[src/source/camera_config.svh]
// Camera configuration: sensor size, crop window and command op-codes
`ifndef CAMERA_CONFIG_SVH
`define CAMERA_CONFIG_SVH

// Raw sensor frame in samples; debayered frame is half of each
`define SENSOR_WIDTH  16
`define SENSOR_HEIGHT 16

// log2 of the debayered pixel count per frame
`define METER_SHIFT 6

// Crop window in debayered pixels, start inclusive, end exclusive
`define CROP_X_START 2
`define CROP_X_END   6
`define CROP_Y_START 2
`define CROP_Y_END   6

// One RGB332 byte per cropped pixel
`define CAPTURE_BYTES 16

`define OP_CAPTURE         8'h20
`define OP_BYTES_AVAILABLE 8'h21
`define OP_READ_DATA       8'h22
`define OP_METERING        8'h25

`endif
[src/source/camera_pkg.sv]
// Camera package: sample, channel, byte, address and capture state types
`default_nettype none

package camera_pkg;

    // Sensor sample and debayered colour channel
    typedef logic [9:0] raw_sample_t;

    // One channel's frame average
    typedef logic [7:0] meter_t;

    // Command, response or RGB332 byte
    typedef logic [7:0] byte_t;

    // Image buffer address and byte counts
    typedef logic [15:0] buffer_addr_t;

    typedef enum logic [1:0] {
        CAPTURE_IDLE,
        CAPTURE_ARMED,
        CAPTURE_ACTIVE
    } capture_state_t;

endpackage

`default_nettype wire

[src/source/pixel_stream_if.sv]
// Pixel stream interface: one debayered RGB pixel per valid cycle plus frame flag
`timescale 1ns/1ps
`default_nettype none

interface pixel_stream_if;

    camera_pkg::raw_sample_t red;
    camera_pkg::raw_sample_t green;
    camera_pkg::raw_sample_t blue;
    logic pixel_valid;
    // High over the whole frame
    logic frame_valid;

    modport source (
        output red, green, blue, pixel_valid, frame_valid
    );

    modport sink (
        input red, green, blue, pixel_valid, frame_valid
    );

endinterface

`default_nettype wire

[src/source/camera.sv]
// Camera top level: debayer, metering, crop, image buffer and SPI command block
`timescale 1ns/1ps
`default_nettype none

module camera (
    input  wire logic                    clock_spi_in,
    input  wire logic                    mipi_byte_reset_n,
    input  wire camera_pkg::raw_sample_t pixel_data_i,
    input  wire logic                    line_valid_i,
    input  wire logic                    frame_valid_i,
    input  wire camera_pkg::byte_t       op_code_i,
    input  wire logic                    op_code_valid_i,
    input  wire logic                    operand_valid_i,
    input  wire camera_pkg::byte_t       operand_count_i,
    output camera_pkg::byte_t            response_o,
    output logic                         response_valid_o
);

    pixel_stream_if debayered ();
    pixel_stream_if cropped ();

    camera_pkg::meter_t red_metering;
    camera_pkg::meter_t green_metering;
    camera_pkg::meter_t blue_metering;
    logic capture_active;
    camera_pkg::buffer_addr_t read_address;
    camera_pkg::byte_t read_data;

    debayer debayer (
        .clock_spi_in     (clock_spi_in),
        .mipi_byte_reset_n(mipi_byte_reset_n),
        .pixel_data_i     (pixel_data_i),
        .line_valid_i     (line_valid_i),
        .frame_valid_i    (frame_valid_i),
        .out_o            (debayered.source)
    );

    metering metering (
        .clock_spi_in     (clock_spi_in),
        .mipi_byte_reset_n(mipi_byte_reset_n),
        .in_i             (debayered.sink),
        .red_metering_o   (red_metering),
        .green_metering_o (green_metering),
        .blue_metering_o  (blue_metering)
    );

    crop crop (
        .clock_spi_in     (clock_spi_in),
        .mipi_byte_reset_n(mipi_byte_reset_n),
        .in_i             (debayered.sink),
        .out_o            (cropped.source)
    );

    image_buffer image_buffer (
        .clock_spi_in     (clock_spi_in),
        .mipi_byte_reset_n(mipi_byte_reset_n),
        .in_i             (cropped.sink),
        .capture_active_i (capture_active),
        .read_address_i   (read_address),
        .read_data_o      (read_data)
    );

    // Capture follows the edges of the cropped frame flag
    camera_command camera_command (
        .clock_spi_in         (clock_spi_in),
        .mipi_byte_reset_n    (mipi_byte_reset_n),
        .op_code_i            (op_code_i),
        .op_code_valid_i      (op_code_valid_i),
        .operand_valid_i      (operand_valid_i),
        .operand_count_i      (operand_count_i),
        .cropped_frame_valid_i(cropped.frame_valid),
        .red_metering_i       (red_metering),
        .green_metering_i     (green_metering),
        .blue_metering_i      (blue_metering),
        .capture_active_o     (capture_active),
        .read_address_o       (read_address),
        .read_data_i          (read_data),
        .response_o           (response_o),
        .response_valid_o     (response_valid_o)
    );

endmodule

`default_nettype wire

[src/source/camera_command.sv]
// Camera command: op-code decoder, capture FSM and response register
`timescale 1ns/1ps
`include "camera_config.svh"
`default_nettype none

module camera_command (
    input  wire logic                clock_spi_in,
    input  wire logic                mipi_byte_reset_n,
    input  wire camera_pkg::byte_t   op_code_i,
    input  wire logic                op_code_valid_i,
    input  wire logic                operand_valid_i,
    input  wire camera_pkg::byte_t   operand_count_i,
    input  wire logic                cropped_frame_valid_i,
    input  wire camera_pkg::meter_t  red_metering_i,
    input  wire camera_pkg::meter_t  green_metering_i,
    input  wire camera_pkg::meter_t  blue_metering_i,
    output logic                     capture_active_o,
    output camera_pkg::buffer_addr_t read_address_o,
    input  wire camera_pkg::byte_t   read_data_i,
    output camera_pkg::byte_t        response_o,
    output logic                     response_valid_o
);

    camera_pkg::capture_state_t capture_state;
    camera_pkg::buffer_addr_t bytes_read;
    camera_pkg::buffer_addr_t bytes_remaining;
    logic frame_valid_q;
    logic frame_rise;
    logic frame_fall;
    logic operand_valid_q;
    logic arm;
    logic read_step;

    assign frame_rise = cropped_frame_valid_i && !frame_valid_q;
    assign frame_fall = !cropped_frame_valid_i && frame_valid_q;
    assign arm = op_code_valid_i && (op_code_i == `OP_CAPTURE)
              && (capture_state == camera_pkg::CAPTURE_IDLE);
    // One byte per rising edge of operand valid
    assign read_step = op_code_valid_i && (op_code_i == `OP_READ_DATA)
                    && operand_valid_i && !operand_valid_q;
    assign bytes_remaining = camera_pkg::buffer_addr_t'(`CAPTURE_BYTES) - bytes_read;
    assign read_address_o = bytes_read;

    // Active already in the edge cycle, which carries the first pixel
    assign capture_active_o = (capture_state == camera_pkg::CAPTURE_ACTIVE)
                           || (capture_state == camera_pkg::CAPTURE_ARMED && frame_rise);

    always_ff @(posedge clock_spi_in or negedge mipi_byte_reset_n) begin
        if (!mipi_byte_reset_n) begin
            capture_state <= camera_pkg::CAPTURE_IDLE;
            frame_valid_q <= 1'b0;
            operand_valid_q <= 1'b0;
            bytes_read <= '0;
        end else begin
            frame_valid_q <= cropped_frame_valid_i;
            operand_valid_q <= operand_valid_i;
            case (capture_state)
                camera_pkg::CAPTURE_IDLE: begin
                    if (arm) begin
                        capture_state <= camera_pkg::CAPTURE_ARMED;
                    end
                end
                camera_pkg::CAPTURE_ARMED: begin
                    if (frame_rise) begin
                        capture_state <= camera_pkg::CAPTURE_ACTIVE;
                    end
                end
                camera_pkg::CAPTURE_ACTIVE: begin
                    if (frame_fall) begin
                        capture_state <= camera_pkg::CAPTURE_IDLE;
                    end
                end
                default: capture_state <= camera_pkg::CAPTURE_IDLE;
            endcase
            if (arm) begin
                bytes_read <= '0;
            end else if (read_step && bytes_read < `CAPTURE_BYTES) begin
                bytes_read <= bytes_read + 1'b1;
            end
        end
    end

    always_ff @(posedge clock_spi_in or negedge mipi_byte_reset_n) begin
        if (!mipi_byte_reset_n) begin
            response_o <= '0;
            response_valid_o <= 1'b0;
        end else begin
            response_valid_o <= op_code_valid_i;
            if (op_code_valid_i) begin
                case (op_code_i)
                    `OP_BYTES_AVAILABLE: begin
                        // High byte first
                        if (operand_count_i == 8'd0) begin
                            response_o <= bytes_remaining[15:8];
                        end else begin
                            response_o <= bytes_remaining[7:0];
                        end
                    end
                    `OP_READ_DATA: response_o <= read_data_i;
                    `OP_METERING: begin
                        case (operand_count_i)
                            8'd0: response_o <= red_metering_i;
                            8'd1: response_o <= green_metering_i;
                            default: response_o <= blue_metering_i;
                        endcase
                    end
                    default: response_o <= '0;
                endcase
            end
        end
    end

endmodule

`default_nettype wire

[src/source/image_buffer.sv]
// Image buffer: stores one cropped frame as RGB332 bytes with registered reads
`timescale 1ns/1ps
`include "camera_config.svh"
`default_nettype none

module image_buffer (
    input  wire logic                     clock_spi_in,
    input  wire logic                     mipi_byte_reset_n,
    pixel_stream_if.sink                  in_i,
    input  wire logic                     capture_active_i,
    input  wire camera_pkg::buffer_addr_t read_address_i,
    output camera_pkg::byte_t             read_data_o
);

    localparam int SAMPLE_W = $bits(camera_pkg::raw_sample_t);
    localparam int DEPTH = `CAPTURE_BYTES;
    localparam int ADDR_W = $clog2(DEPTH);

    camera_pkg::byte_t memory [DEPTH];
    camera_pkg::buffer_addr_t write_address;
    camera_pkg::byte_t packed_pixel;
    logic write_enable;

    // RGB332 from the top bits of each channel
    assign packed_pixel = {in_i.red[SAMPLE_W-1 -: 3],
                           in_i.green[SAMPLE_W-1 -: 3],
                           in_i.blue[SAMPLE_W-1 -: 2]};

    assign write_enable = in_i.pixel_valid && capture_active_i && (write_address < DEPTH);

    always_ff @(posedge clock_spi_in or negedge mipi_byte_reset_n) begin
        if (!mipi_byte_reset_n) begin
            write_address <= '0;
        end else if (!in_i.frame_valid) begin
            write_address <= '0;
        end else if (in_i.pixel_valid) begin
            write_address <= write_address + 1'b1;
        end
    end

    always_ff @(posedge clock_spi_in) begin
        if (write_enable) begin
            memory[write_address[ADDR_W-1:0]] <= packed_pixel;
        end
        read_data_o <= memory[read_address_i[ADDR_W-1:0]];
    end

endmodule

`default_nettype wire

[src/source/crop.sv]
// Crop: keeps the pixels of a fixed window and frames them with their own flag
`timescale 1ns/1ps
`include "camera_config.svh"
`default_nettype none

module crop (
    input  wire logic      clock_spi_in,
    input  wire logic      mipi_byte_reset_n,
    pixel_stream_if.sink   in_i,
    pixel_stream_if.source out_o
);

    localparam int PIX_W = `SENSOR_WIDTH / 2;
    localparam int X_W = $clog2(PIX_W);
    localparam int Y_W = $clog2(`SENSOR_HEIGHT / 2);

    logic [X_W-1:0] x;
    logic [Y_W-1:0] y;
    logic in_window;
    logic window_pixel;
    logic last_q;

    assign in_window = (x >= `CROP_X_START) && (x < `CROP_X_END)
                    && (y >= `CROP_Y_START) && (y < `CROP_Y_END);
    assign window_pixel = in_i.pixel_valid && in_window;

    always_ff @(posedge clock_spi_in or negedge mipi_byte_reset_n) begin
        if (!mipi_byte_reset_n) begin
            x <= '0;
            y <= '0;
            last_q <= 1'b0;
            out_o.pixel_valid <= 1'b0;
            out_o.frame_valid <= 1'b0;
        end else begin
            if (!in_i.frame_valid) begin
                x <= '0;
                y <= '0;
            end else if (in_i.pixel_valid) begin
                if (x == PIX_W - 1) begin
                    x <= '0;
                    y <= y + 1'b1;
                end else begin
                    x <= x + 1'b1;
                end
            end
            last_q <= window_pixel && (x == `CROP_X_END - 1) && (y == `CROP_Y_END - 1);
            out_o.pixel_valid <= window_pixel;
            // Window frame opens on its first pixel, closes after its last
            if (!in_i.frame_valid || last_q) begin
                out_o.frame_valid <= 1'b0;
            end else if (window_pixel) begin
                out_o.frame_valid <= 1'b1;
            end
        end
    end

    always_ff @(posedge clock_spi_in) begin
        if (window_pixel) begin
            out_o.red <= in_i.red;
            out_o.green <= in_i.green;
            out_o.blue <= in_i.blue;
        end
    end

endmodule

`default_nettype wire

[src/source/metering.sv]
// Metering: averages the top 8 bits of each colour over a debayered frame
`timescale 1ns/1ps
`include "camera_config.svh"
`default_nettype none

module metering (
    input  wire logic          clock_spi_in,
    input  wire logic          mipi_byte_reset_n,
    pixel_stream_if.sink       in_i,
    output camera_pkg::meter_t red_metering_o,
    output camera_pkg::meter_t green_metering_o,
    output camera_pkg::meter_t blue_metering_o
);

    localparam int SAMPLE_W = $bits(camera_pkg::raw_sample_t);
    localparam int METER_W = $bits(camera_pkg::meter_t);
    localparam int ACC_W = METER_W + `METER_SHIFT;

    // Channel order is red, green, blue
    camera_pkg::raw_sample_t channel [3];
    logic [ACC_W-1:0] accumulator [3];
    camera_pkg::meter_t average [3];
    logic frame_valid_q;
    logic frame_end;

    assign channel[0] = in_i.red;
    assign channel[1] = in_i.green;
    assign channel[2] = in_i.blue;
    assign frame_end = frame_valid_q && !in_i.frame_valid;

    always_ff @(posedge clock_spi_in or negedge mipi_byte_reset_n) begin
        if (!mipi_byte_reset_n) begin
            frame_valid_q <= 1'b0;
            for (int i = 0; i < 3; i++) begin
                accumulator[i] <= '0;
                average[i] <= '0;
            end
        end else begin
            frame_valid_q <= in_i.frame_valid;
            for (int i = 0; i < 3; i++) begin
                if (frame_end) begin
                    // Divide by the pixel count and start over
                    average[i] <= accumulator[i][ACC_W-1:`METER_SHIFT];
                    accumulator[i] <= '0;
                end else if (in_i.pixel_valid) begin
                    accumulator[i] <= accumulator[i]
                        + {{`METER_SHIFT{1'b0}}, channel[i][SAMPLE_W-1 -: METER_W]};
                end
            end
        end
    end

    assign red_metering_o = average[0];
    assign green_metering_o = average[1];
    assign blue_metering_o = average[2];

endmodule

`default_nettype wire

[src/source/debayer.sv]
// Debayer: reduces each 2x2 RGGB quad of the raw stream to one RGB pixel
`timescale 1ns/1ps
`include "camera_config.svh"
`default_nettype none

module debayer (
    input  wire logic                    clock_spi_in,
    input  wire logic                    mipi_byte_reset_n,
    input  wire camera_pkg::raw_sample_t pixel_data_i,
    input  wire logic                    line_valid_i,
    input  wire logic                    frame_valid_i,
    pixel_stream_if.source               out_o
);

    localparam int SAMPLE_W = $bits(camera_pkg::raw_sample_t);
    localparam int COL_W = $clog2(`SENSOR_WIDTH);
    localparam int LINE_W = $clog2(`SENSOR_HEIGHT);
    localparam int QUADS = `SENSOR_WIDTH / 2;

    logic [COL_W-1:0] column;
    logic [LINE_W-1:0] line;
    logic line_valid_q;
    logic [COL_W-2:0] quad;
    logic quad_done;

    // Half-line buffer holds the top row of every quad
    camera_pkg::raw_sample_t red_line [QUADS];
    camera_pkg::raw_sample_t green_line [QUADS];
    camera_pkg::raw_sample_t green_odd;
    logic [SAMPLE_W:0] green_sum;

    assign quad = column[COL_W-1:1];
    // Blue sample closes the quad
    assign quad_done = line_valid_i && line[0] && column[0];
    assign green_sum = {1'b0, green_line[quad]} + {1'b0, green_odd};

    always_ff @(posedge clock_spi_in or negedge mipi_byte_reset_n) begin
        if (!mipi_byte_reset_n) begin
            column <= '0;
            line <= '0;
            line_valid_q <= 1'b0;
            out_o.pixel_valid <= 1'b0;
            out_o.frame_valid <= 1'b0;
        end else begin
            line_valid_q <= line_valid_i;
            if (line_valid_i) begin
                column <= column + 1'b1;
            end else begin
                column <= '0;
            end
            // Next line on the falling edge of line valid
            if (!frame_valid_i) begin
                line <= '0;
            end else if (line_valid_q && !line_valid_i) begin
                line <= line + 1'b1;
            end
            out_o.pixel_valid <= quad_done;
            out_o.frame_valid <= frame_valid_i;
        end
    end

    always_ff @(posedge clock_spi_in) begin
        if (line_valid_i && !line[0]) begin
            if (!column[0]) begin
                red_line[quad] <= pixel_data_i;
            end else begin
                green_line[quad] <= pixel_data_i;
            end
        end
        if (line_valid_i && line[0] && !column[0]) begin
            green_odd <= pixel_data_i;
        end
        if (quad_done) begin
            out_o.red <= red_line[quad];
            out_o.green <= green_sum[SAMPLE_W:1];
            out_o.blue <= pixel_data_i;
        end
    end

endmodule

`default_nettype wire

[config.mk]
export PLATFORM = sky130hd
export DESIGN_NAME = camera
export DESIGN_NICKNAME = d
export VERILOG_FILES = /design/src/source/camera_pkg.sv /design/src/source/pixel_stream_if.sv /design/src/source/camera.sv /design/src/source/camera_command.sv /design/src/source/image_buffer.sv /design/src/source/crop.sv /design/src/source/metering.sv /design/src/source/debayer.sv
export VERILOG_INCLUDE_DIRS = /design/src /design/src/source
export SDC_FILE = /design/constraint.sdc
export NUM_CORES = 1
export LEC_CHECK = 0
export BUFFER_PORTS_ARGS = -buffer_cell sky130_fd_sc_hd__buf_2
export CORE_MARGIN = 5
export CORE_UTILIZATION = 30
export CTS_CLUSTER_DIAMETER = 50
export CTS_CLUSTER_SIZE = 16
export DETAILED_ROUTE_END_ITERATION = 8
export SYNTH_ARGS = -nofsm -noshare
export SYNTH_HDL_FRONTEND = slang
export SYNTH_SLANG_ARGS = --single-unit
export TNS_END_PERCENT = 20
[constraint.sdc]
create_clock -name clock_spi_in -period 4.2 [get_ports clock_spi_in]
set_input_delay 0.42 -clock clock_spi_in [delete_from_list [all_inputs] [get_ports clock_spi_in]]
set_output_delay 0.42 -clock clock_spi_in [all_outputs]
set_load 0.01 [all_outputs]
### Word level (Yosys, flattened, before mapping)

Memory sizes are Yosys's and may differ from the RTL's. A register that Yosys moved wholly into a read port is not among the register bits.
Cells that the tools add are included.

* input bits: 32
* word-level logic and storage cells: 142
* memories kept: 3
* RAM bits: 288
* bits in registers: 192

Memory list
* image_buffer.memory: depth 16, width 8, read ports 1, clocked after Yosys merged registers in 1, wr ports 1, line image_buffer.sv:19 `camera_pkg::byte_t memory [DEPTH];`
* debayer.green_line: depth 8, width 10, read ports 1, clocked after Yosys merged registers in 0, wr ports 1, line debayer.sv:28 `camera_pkg::raw_sample_t green_line [QUADS];`
* debayer.red_line: depth 8, width 10, read ports 1, clocked after Yosys merged registers in 1, wr ports 1, line debayer.sv:27 `camera_pkg::raw_sample_t red_line [QUADS];`

* magnitude comparators: 6
* multiplexer cells: 36
* equality and inequality tests: 17
* $add $sub $neg: 11
* reductions and logical operators: 39

Operators with widths (count)
* 2-to-1 mux 14 bit: 6
* 2-to-1 mux 16 bit: 4
* adder 14 x 8 -> 14 bit: 3
* adder 16 x 1 -> 16 bit, second input constant: 2
* equality test 8 x 6 -> 1 bit, second input constant: 4
* < comparator 16 x 5 -> 1 bit, second input constant: 2
* case mux 8 bit (3 select lines): 1
* logical AND 1 bit: 23
* 2-to-1 mux 3 bit: 6
* case mux 8 bit (2 select lines): 1
* subtractor 5 x 16 -> 16 bit, first input constant: 1
* != test 2 x 1 -> 1 bit, second input constant: 7
* 2-to-1 mux 4 bit: 3
* adder 10 x 10 -> 11 bit: 1
* 2-to-1 mux 1 bit: 10
* equality test 3 bit, second input constant: 3
* adder 4 x 1 -> 4 bit, second input constant: 2
* equality test 8 x 1 -> 1 bit, second input constant: 1
* zero test 8 bit: 1
* 2-to-1 mux 8 bit: 1
* zero test 1 bit: 7
* adder 3 x 1 -> 3 bit, second input constant: 2
* >= comparator 3 x 2 -> 1 bit, second input constant: 2
* < comparator 3 bit, second input constant: 2
* 9 further kinds: 14

### Logic depth before layout (Yosys ltp)

Gate-level depths: netlist of the first run.

* depth in word-level cells: 8
* mapped depth: 14

### Cells and area by module

From an unflattened synthesis of the first run, not the netlist that was laid out.

* cells, all modules: 1482
* area, all modules: 21204.1 µm²

Modules (own cells, without submodules)
* debayer: cells an instance 472, times used 1, area an instance 8224.1 µm²
* image_buffer: cells an instance 320, times used 1, area an instance 5926.9 µm²
* metering: cells an instance 426, times used 1, area an instance 3826.2 µm²
* camera_command: cells an instance 191, times used 1, area an instance 1834.3 µm²
* crop: cells an instance 73, times used 1, area an instance 1392.6 µm²

### Least setup slack after synthesis of the first run

No wires, ideal clock.

* kind: flip-flop to flip-flop
* from: reg debayer.column[3]
* to: reg debayer.out_o.green[7], data pin
* library setup time: 0.258 ns
* arrival: 3.021 ns
* slack: 0.922 ns
* clock period less this slack: 3.278 ns
* cell stages (with the launch flop): 15
* cell sequence: dfrtp_1 clkbuf_1 nor2b_1 and2_1 clkbuf_1 clkbuf_1 a22oi_1 nand4_1 ha_1 nand2_1 o21ai_0 a22o_1 or3_1 a21oi_1 xnor2_1

* word-level cells in the longest chain between the ends: 2

Ends and longest elaborated chain
* start: declaration: line debayer.sv:20 `logic [COL_W-1:0] column;`
* start signal: assignment: line debayer.sv:47 `column <= column + 1'b1;`
* memory (8 x 10 bit)
* adder 10 x 10 -> 11 bit: line debayer.sv:35 `assign green_sum = {1'b0, green_line[quad]} + {1'b0, green_odd};`
* net debayer.green_sum[8]: line debayer.sv:30 `logic [SAMPLE_W:0] green_sum;`
* end signal: assignment: line debayer.sv:75 `out_o.green <= green_sum[SAMPLE_W:1];`
* end: declaration: line pixel_stream_if.sv:15 `output red, green, blue, pixel_valid, frame_valid`

The timed path passes the listed nets, and every way through them passes these cells.
A chain may end at the register's enable or synchronous reset.

### Worst setup path in the final report of the first run

* from: reg debayer.column[2]
* to: reg debayer.out_o.green[7], data pin

Same word-level chain as after synthesis.

==> run metrics, run 1 <==
initial antenna violation count=1; Required @ worst endpoint=about 4500 ps; Crit path largest cell delay=940 ps; Port Buf Inserts=40; hold path cells=1; setup ws final=460.2 ps; vias in the first global route=10997; core outline area=0.06297 mm2; cell mode on critical path=nand2_1; final instance area=0.02158 mm2; initial drt markers=about 1000; RSZ-0062 raised after global routing=false; Detailed Route WL=39.34 mm; Post-DP HPWL=~26 mm; Syn Area/Cell=14.18 um2; TritonCTS Buffers=40; leakage=just under 8 nW; Setup Skew=14.16 ps; Top Family by Delay on Critical Path=simple AND/OR/NAND/NOR gates; HP Class=in -> reg; share of post-route cells with drive strength above 1=roughly 12%; First-pass DRT Iterations=5; sequential-to-total area share from yosys stat=67.40%; FF-to-FF End=debayer.out_o.green[7]; clk slew on worst S/H paths=70 ps; Min-Delay Endpoint=debayer.out_o.frame_valid; sequential share of power=between 50% and 60%; placer congestion estimate=between 0.8 and 0.9; CTS H-tree lvls=2; RR Startpoint=debayer.column[2]; status=finished, final reports clean; largest net degree at the start of global routing=slightly above 80; # diodes=0; Peak VDD IR=~0.35 mV; crit path cell chain=nand2_1, nor2_1, a22oi_1, nand4_1, ha_1, nand2_1, o21ai_0, a22o_1, or3_1, a21oi_1, xnor2_1; PD cells=423.7 mW/mm2; Row Count=92; Critical Path Source=debayer.column[2]; Synth Flop Type=edfxtp_1; Layout area overhead=13.47%; pre-CTS WS=between 400 and 500 ps; total die area=between 0.06 and 0.07 mm2; fraction of registers with async set or reset after synthesis=28.60%; Root Driver=clkbuf_16; YS warnings=0; Hold Crit Start=frame_valid_i; Final Hold Viols=0; R2R Setup Slk=460 ps; Pins Over Slew Limit=0; Tmin final=about 3700 ps; Comb power frac=roughly 5.4%; Int Power=0.007149 W; Die Span X=261.8 um; Reg2Reg Depth=11; via count=around 11000; num ports=41; arrival time worst endpoint=4030 ps; wire per inst=approximately 17 um; switching portion of total power=21.80%; Max-cap violations=0; Setup TNS=0 ps; CP max FO=17; clock net sink count=451; Slew @ Worst Pin=1228 ps; GRT overflow=0; hold slack=35.19 ps; WS Path Type=reg -> reg; Power Total=0.009142 W; CTS tree=done; Net Count, Synth=1422; CP Capture Type=flop; Distinct cells, synth=58; Clk network pwr share=41.5%; startpoint class of the critical path=flop; Mapped Cells=about 1300; setup violators final=0; worst skew pair latency=540 ps; fmax=between 0.2 and 0.3 GHz; Initial Util=30.20%; sw power=0.001993 W; Slew headroom=17.81%; die height=261.8 um; slowest cell on the critical path=nor2_1; remaining antenna violation count after routing=0; Final #Nets=between 1000 and 1500; drt drc=0; Post-Synthesis Cell Area=0.01902 mm2; post-DR vias/cell=roughly 4.9; first-pass GRT wire length=63.24 mm; CTS Buffer Depth=3; Final period util=89.04%; gr usage total=11.51%; Cell Area, Placed=0.02019 mm2; EDFF count, synth=314; #FFs+latches synth=451; Worst Path Buf+Inv=0
## repair_timing
action / in CTS / in global routing
setup buffers: 0 / 0
hold buffers: 2 / 0
hold endpoints to repair: 46 / 0
gates resized for setup: 0 / 0
## sequential cells by signal, indices dropped and copies added (netlist names), 2 cells and up
register                       cells
crop.out_o.red                     3
debayer.column                     4
debayer.red_line                  64
metering.accumulator              42
metering.blue_metering_o           8
debayer.out_o.red                  8
crop.x                             3
metering.red_metering_o            8
debayer.green_odd                 10
camera_command.response_o          8
crop.out_o.green                   3
crop.y                             3
debayer.out_o.blue                 8
crop.out_o.blue                    2
debayer.out_o.green                8
image_buffer.read_data_o           8
debayer.green_line                80
metering.green_metering_o          8
camera_command.capture_state       2
image_buffer.write_address        16
image_buffer.memory              128
camera_command.read_address_o     16
## synth_stat cells, drive strengths merged, types with 10 or more instances
| library cell | instances | share of area [%] |
|---|---|---|
| nor2b | 23 | 0.76 |
| xnor2 | 33 | 1.5 |
| nand2b | 15 | 0.49 |
| ha | 46 | 3.0 |
| mux4 | 41 | 4.9 |
| and3 | 12 | 0.39 |
| a22oi | 70 | 2.8 |
| nand3 | 24 | 0.63 |
| xor2 | 25 | 1.2 |
| mux2i | 30 | 1.6 |
| and2 | 28 | 0.92 |
| a211oi | 18 | 0.71 |
| nand4 | 28 | 0.92 |
| nor4 | 10 | 0.44 |
| nor3 | 22 | 0.58 |
| o21ai | 33 | 0.89 |
| a21oi | 39 | 1.0 |
| nand2 | 108 | 2.1 |
| buf | 12 | 0.32 |
| or3 | 12 | 0.39 |
| nor2 | 111 | 2.2 |
| inv | 29 | 0.57 |
| clkbuf | 47 | 0.93 |
| edfxtp | 314 | 50 |
| dfrtp | 129 | 17 |
## worst max path at each step
stage                             endpoint  slack (ps)  depth (start not counted)
finish              debayer.out_o.green[7]         460                         11
global route        debayer.out_o.green[7]         170                         11
CTS                 debayer.out_o.green[7]         480                         11
detailed placement  debayer.out_o.green[7]         500                         11
global placement    debayer.out_o.green[7]         650                         11
floorplan           debayer.out_o.green[7]         920                         14
## cell usage in the layout, fill, tap and decap left out, drive strengths merged, types with 36 or more instances in the layout
cell type  count
nand2        108
inv           36
mux4          41
nor2         111
a21oi         39
dfrtp        129
edfxtp       314
ha            46
buf           57
a22oi         70
clkbuf        54
## power groups by stage
stage	Clock [W]	Combinational, W	Sequential (W)
floorplan	0	0.000327	0.00493
global placement	0	0.000484	0.00494
detailed placement	0	0.000498	0.00494
CTS	0.00391	0.000502	0.00485
global route	0.00410	0.000556	0.00485
finish	0.00380	0.000495	0.00485
## cell type report
type	instances	area, um2
Inverter	29	108.9
Timing Repair Buffer	59	354.1
Tap cell	846	1059
Sequential cell	451	12820
Clock buffer	54	1149
Fill cell	6079	41390
Multi-Input combinational cell	802	5871
Clock inverter	17	216.5
## kinds of logic (layout without fill, tap and decap cells)
group / count (synthesis) / after routing / share of synthesized area [%]
buffers and inverters: 88 / 159 / 1.823
AND/OR/NAND/NOR: 425 / 425 / 11.30
adder cells (fa/ha/maj): 49 / 49 / 3.343
XOR/XNOR: 58 / 58 / 2.671
AO/OA/AOI/OAI: 198 / 198 / 6.961
flip-flops: 451 / 451 / 67.40
multiplexers: 72 / 72 / 6.494
## per-stage QoR
step,std cells,util [%]
finish,2258,34.27
global route,2258,34.27
CTS,2258,34.27
detailed placement,2185,32.07
global placement,2185,32.07
floorplan,1341,-
## per-layer routing
layer | vias up | global-route usage (%) | part of all wire (%)
met5 | - | 0 | 0
met4 | 0 | 2.263 | 1.5
met3 | 43 | 1.979 | 5.1
met2 | 264 | 18.49 | 46
met1 | 5564 | 16.61 | 47
li1 | 5130 | - | -
## worst reg2reg max path: stages, from the launching register on
cell     delay (ps)
dfrtp_1         590
nand2_1         130
nor2_1          940
a22oi_1         250
nand4_1         200
ha_1            290
nand2_1         150
o21ai_0         120
a22o_1          220
or3_1           340
a21oi_1         190
xnor2_1          80
(Power assumes the default switching activity.)
==> inputs of run 2 (changes only) <==
- ABC_AREA: not set -> 1
- CORE_ASPECT_RATIO: not set -> 1.25
==> run 2 against run 1 <==
  * Sequential share of layout area decreased by 2.8 points
  * Final cell count grew 23%
  * Critical path depth is the same
  * First-iteration DRC count up 2.3%
  * Clock power up 12%
  * Combinational power down 8.1%
  * Sequential cell count unchanged
  * Count of clock-buffer cells in the layout decreased by 3
  * Setup slack improved by 420 ps
  * Area after synthesis rose by 5.0%
  * Cell area increased by 5.0%
  * Synthesized cell count increased by 38%
  * Largest cell class unchanged
==> run metrics, run 2 <==
Int Power=0.007347 W (was 0.007149 W); Peak VDD IR=0.2355 mV (was 0.3501 mV); Slew @ Worst Pin=1207 ps (was 1228 ps); largest net degree at the start of global routing=90 (was 81); Synth Flop Type=edfxtp_1 (unchanged); core outline area=0.06582 mm2 (was 0.06297 mm2); Syn Area/Cell=10.82 um2 (was 14.18 um2); startpoint class of the critical path=flop (unchanged); via count=13586 (was 11001); R2R Setup Slk=880 ps (was 460 ps); Crit path largest cell delay=520 ps (was 940 ps); Tmin final=3321 ps (was 3740 ps); initial antenna violation count=2 (was 1); share of post-route cells with drive strength above 1=10.37% (was 12.25%); slowest cell on the critical path=dfrtp_1 (was nor2_1); Final period util=79.08% (was 89.04%); clock net sink count=451 (unchanged); vias in the first global route=13455 (was 10997); Die Span X=240.7 um (was 261.8 um); total die area=0.07183 mm2 (was 0.06852 mm2); most common cell after layout, fill and taps aside=nand2_1 (was edfxtp_1); Distinct cells, synth=60 (was 58); Pins Over Slew Limit=0 (unchanged); arrival time worst endpoint=3640 ps (was 4030 ps); wire per inst=17.06 um (was 17.42 um); Post-DP HPWL=32.18 mm (was 26.28 mm); GRT overflow=0 (unchanged); YS warnings=0 (unchanged); #FFs+latches synth=451 (unchanged); Setup Skew=24.69 ps (was 14.16 ps); fraction of registers with async set or reset after synthesis=28.60% (unchanged); WS Path Type=reg -> reg (unchanged); Yosys top cell by area=edfxtp_1 (unchanged); Cell Area, Placed=0.02105 mm2 (was 0.02019 mm2); num ports=41 (unchanged); final instance area=0.02266 mm2 (was 0.02158 mm2); sequential-to-total area share from yosys stat=64.21% (was 67.40%); Mapped Cells=1845 (was 1341); Post-Synthesis Cell Area=0.01996 mm2 (was 0.01902 mm2); Root Driver=clkbuf_16 (unchanged); Max-cap violations=0 (unchanged); Yosys top cell area share=47.24% (was 49.59%); status=finished, final reports clean (unchanged); Net Count, Synth=1926 (was 1422); Row Count=105 (was 92); Port Buf Inserts=40 (unchanged); drt drc=0 (unchanged); setup violators final=0 (unchanged); sequential share of power=50.7% (was 53.0%); HP Class=in -> reg (unchanged); worst skew pair latency=580 ps (was 540 ps); Slew headroom=19.25% (was 17.81%); remaining antenna violation count after routing=0 (unchanged); Detailed Route WL=47.51 mm (was 39.34 mm); PD cells=421.2 mW/mm2 (was 423.7 mW/mm2); Required @ worst endpoint=4520 ps (was 4490 ps); CTS tree=done (unchanged); placer congestion estimate=0.8648 (was 0.8342); first-pass GRT wire length=75.07 mm (was 63.24 mm); switching portion of total power=23.01% (was 21.80%); initial drt markers=1060 (was 1036); First-pass DRT Iterations=6 (was 5); synth cell count leaders=385 x nand2_1, 314 x edfxtp_1, 197 x nor2_1, 142 x inv_1, 134 x o21ai_0 (was 314 x edfxtp_1, 129 x dfrtp_1, 111 x nor2_1, 108 x nand2_1, 70 x a22oi_1); sw power=0.002196 W (was 0.001993 W); top-count cell post-synth=nand2_1 (was edfxtp_1); Layout area overhead=13.50% (was 13.47%); CTS H-tree lvls=2 (unchanged); max FFs per register=128 (unchanged); die height=298.4 um (was 261.8 um); # diodes=0 (unchanged); CTS Buffer Depth=3 (unchanged); Initial Util=30.33% (was 30.20%); Final Hold Viols=0 (unchanged); leakage=8.801 nW (was 7.797 nW); TritonCTS Buffers=46 (was 40); EDFF count, synth=314 (unchanged); post-DR vias/cell=4.878 (was 4.872); CP Capture Type=flop (unchanged); hold path cells=1 (unchanged); Final #Nets=1978 (was 1464); RSZ-0062 raised after global routing=false (unchanged); commonest cells after routing, fill and taps aside=385 x nand2_1, 314 x edfxtp_1, 196 x nor2_1 (was 314 x edfxtp_1, 127 x dfrtp_1, 111 x nor2_1); Fill cells=6488 (was 6079); top post-synthesis cells by area=edfxtp_1 47%, dfrtp_1 16%, nand2_1 7.2% (was edfxtp_1 50%, dfrtp_1 17%, mux4_2 4.9%); Reg2Reg Depth=11 (unchanged); post-CTS resize count=0 (unchanged); crit path cell chain=nand3_1, clkinv_1, a221oi_1, nand4_1, ha_1, nand2_1, o21ai_0, a211oi_1, nand2_1, nand2_1, nand2_1 (was nand2_1, nor2_1, a22oi_1, nand4_1, ha_1, nand2_1, o21ai_0, a22o_1, or3_1, a21oi_1, xnor2_1); Setup TNS=0 ps (unchanged); fmax=0.3011 GHz (was 0.2674 GHz); cell mode on critical path=nand2_1 (unchanged); Comb power frac=4.8% (was 5.4%); fin util=34.42% (was 34.27%); Clk network pwr share=44.5% (was 41.5%); clk slew on worst S/H paths=70 ps (about the same); CP max FO=18 (was 17); gr usage total=13.03% (was 11.51%)
[run 2: cell types whose count changed after synthesis, moves of 41 or more]
cell     previous run  this run
nand3_1            24        93
o22ai_1             1        42
nand2_1           108       385
o21ai_0            32       134
inv_1              29       142
a22oi_1            70        15
mux4_2             41         0
nor2_1            111       197
[run 2: kinds of logic after synthesis]
kind of cell / after synthesis / share of synthesized area (%)
buffers and inverters: 213 / 4.500
XOR/XNOR: 13 / 0.5704
AND/OR/NAND/NOR: 805 / 18.30
AO/OA/AOI/OAI: 314 / 9.239
adder cells (fa/ha/maj): 49 / 3.184
flip-flops: 451 / 64.21
[run 2: per-stage QoR]
stage	setup slack [ps]	total power [W]	cells	hold slack, ps
final	878.8	0.009543	2785	54.29
after global routing	611.4	0.009896	2785	31.37
after CTS	880.2	0.009640	2785	17.41
after detailed placement	897.5	0.005389	2702	393.3
after global placement	894.1	0.005379	2702	386.3
after floorplan	1619	0.005209	1845	124.4
[run 2: critical path, delay by kind of cell, from the launching register on]
family / cells / cell delay, ps
fa+ha+maj: 1 / 380
simple gates: 6 / 700
buf+inv: 1 / 490
flops: 1 / 520
compound gates: 3 / 960
[run 2: layer usage]
layer  vias to the layer above  part of all wire (%)  track usage, %
li1                       6574                     -               -
met1                      6564                    42           16.38
met2                       355                    50           22.79
met3                        93                   4.9           2.260
met4                         0                   2.9           4.081
met5                         -                     0               0
[run 2: cell type report]
type	instances	area (um2)	share of cell area (%)
multi-input combinational	1181	6248	27.58
sequential	451	12820	56.58
tap	856	1071	4.727
inverter	161	610.6	2.695
clock inverter	29	361.6	1.596
timing repair buffer	56	334.1	1.475
clock buffer	51	1211	5.346
[run 2: repair_timing]
action | CTS | global route
endpoints found under the hold margin | 69 | 0
hold buffers | 3 | 0
setup buffers | 0 | 0
[run 2: power groups by stage]
stage | clock network [W] | logic (W) | registers [W]
global placement | 0 | 0.000448 | 0.00493
detailed placement | 0 | 0.000456 | 0.00493
global route | 0.00454 | 0.000517 | 0.00484
CTS | 0.00434 | 0.000460 | 0.00484
floorplan | 0 | 0.000288 | 0.00492
finish | 0.00425 | 0.000455 | 0.00484
[run 2: worst paths after layout]
kind | start | to
min | line_valid_i | debayer.line_valid_q
max | debayer.column[1] | debayer.out_o.green[8]
max in group asynchronous | mipi_byte_reset_n | metering.accumulator[31]
min in group asynchronous | mipi_byte_reset_n | camera_command.response_valid_o
min reg2reg | crop.last_q | crop.out_o.frame_valid
max reg2reg | debayer.column[1] | debayer.out_o.green[8]
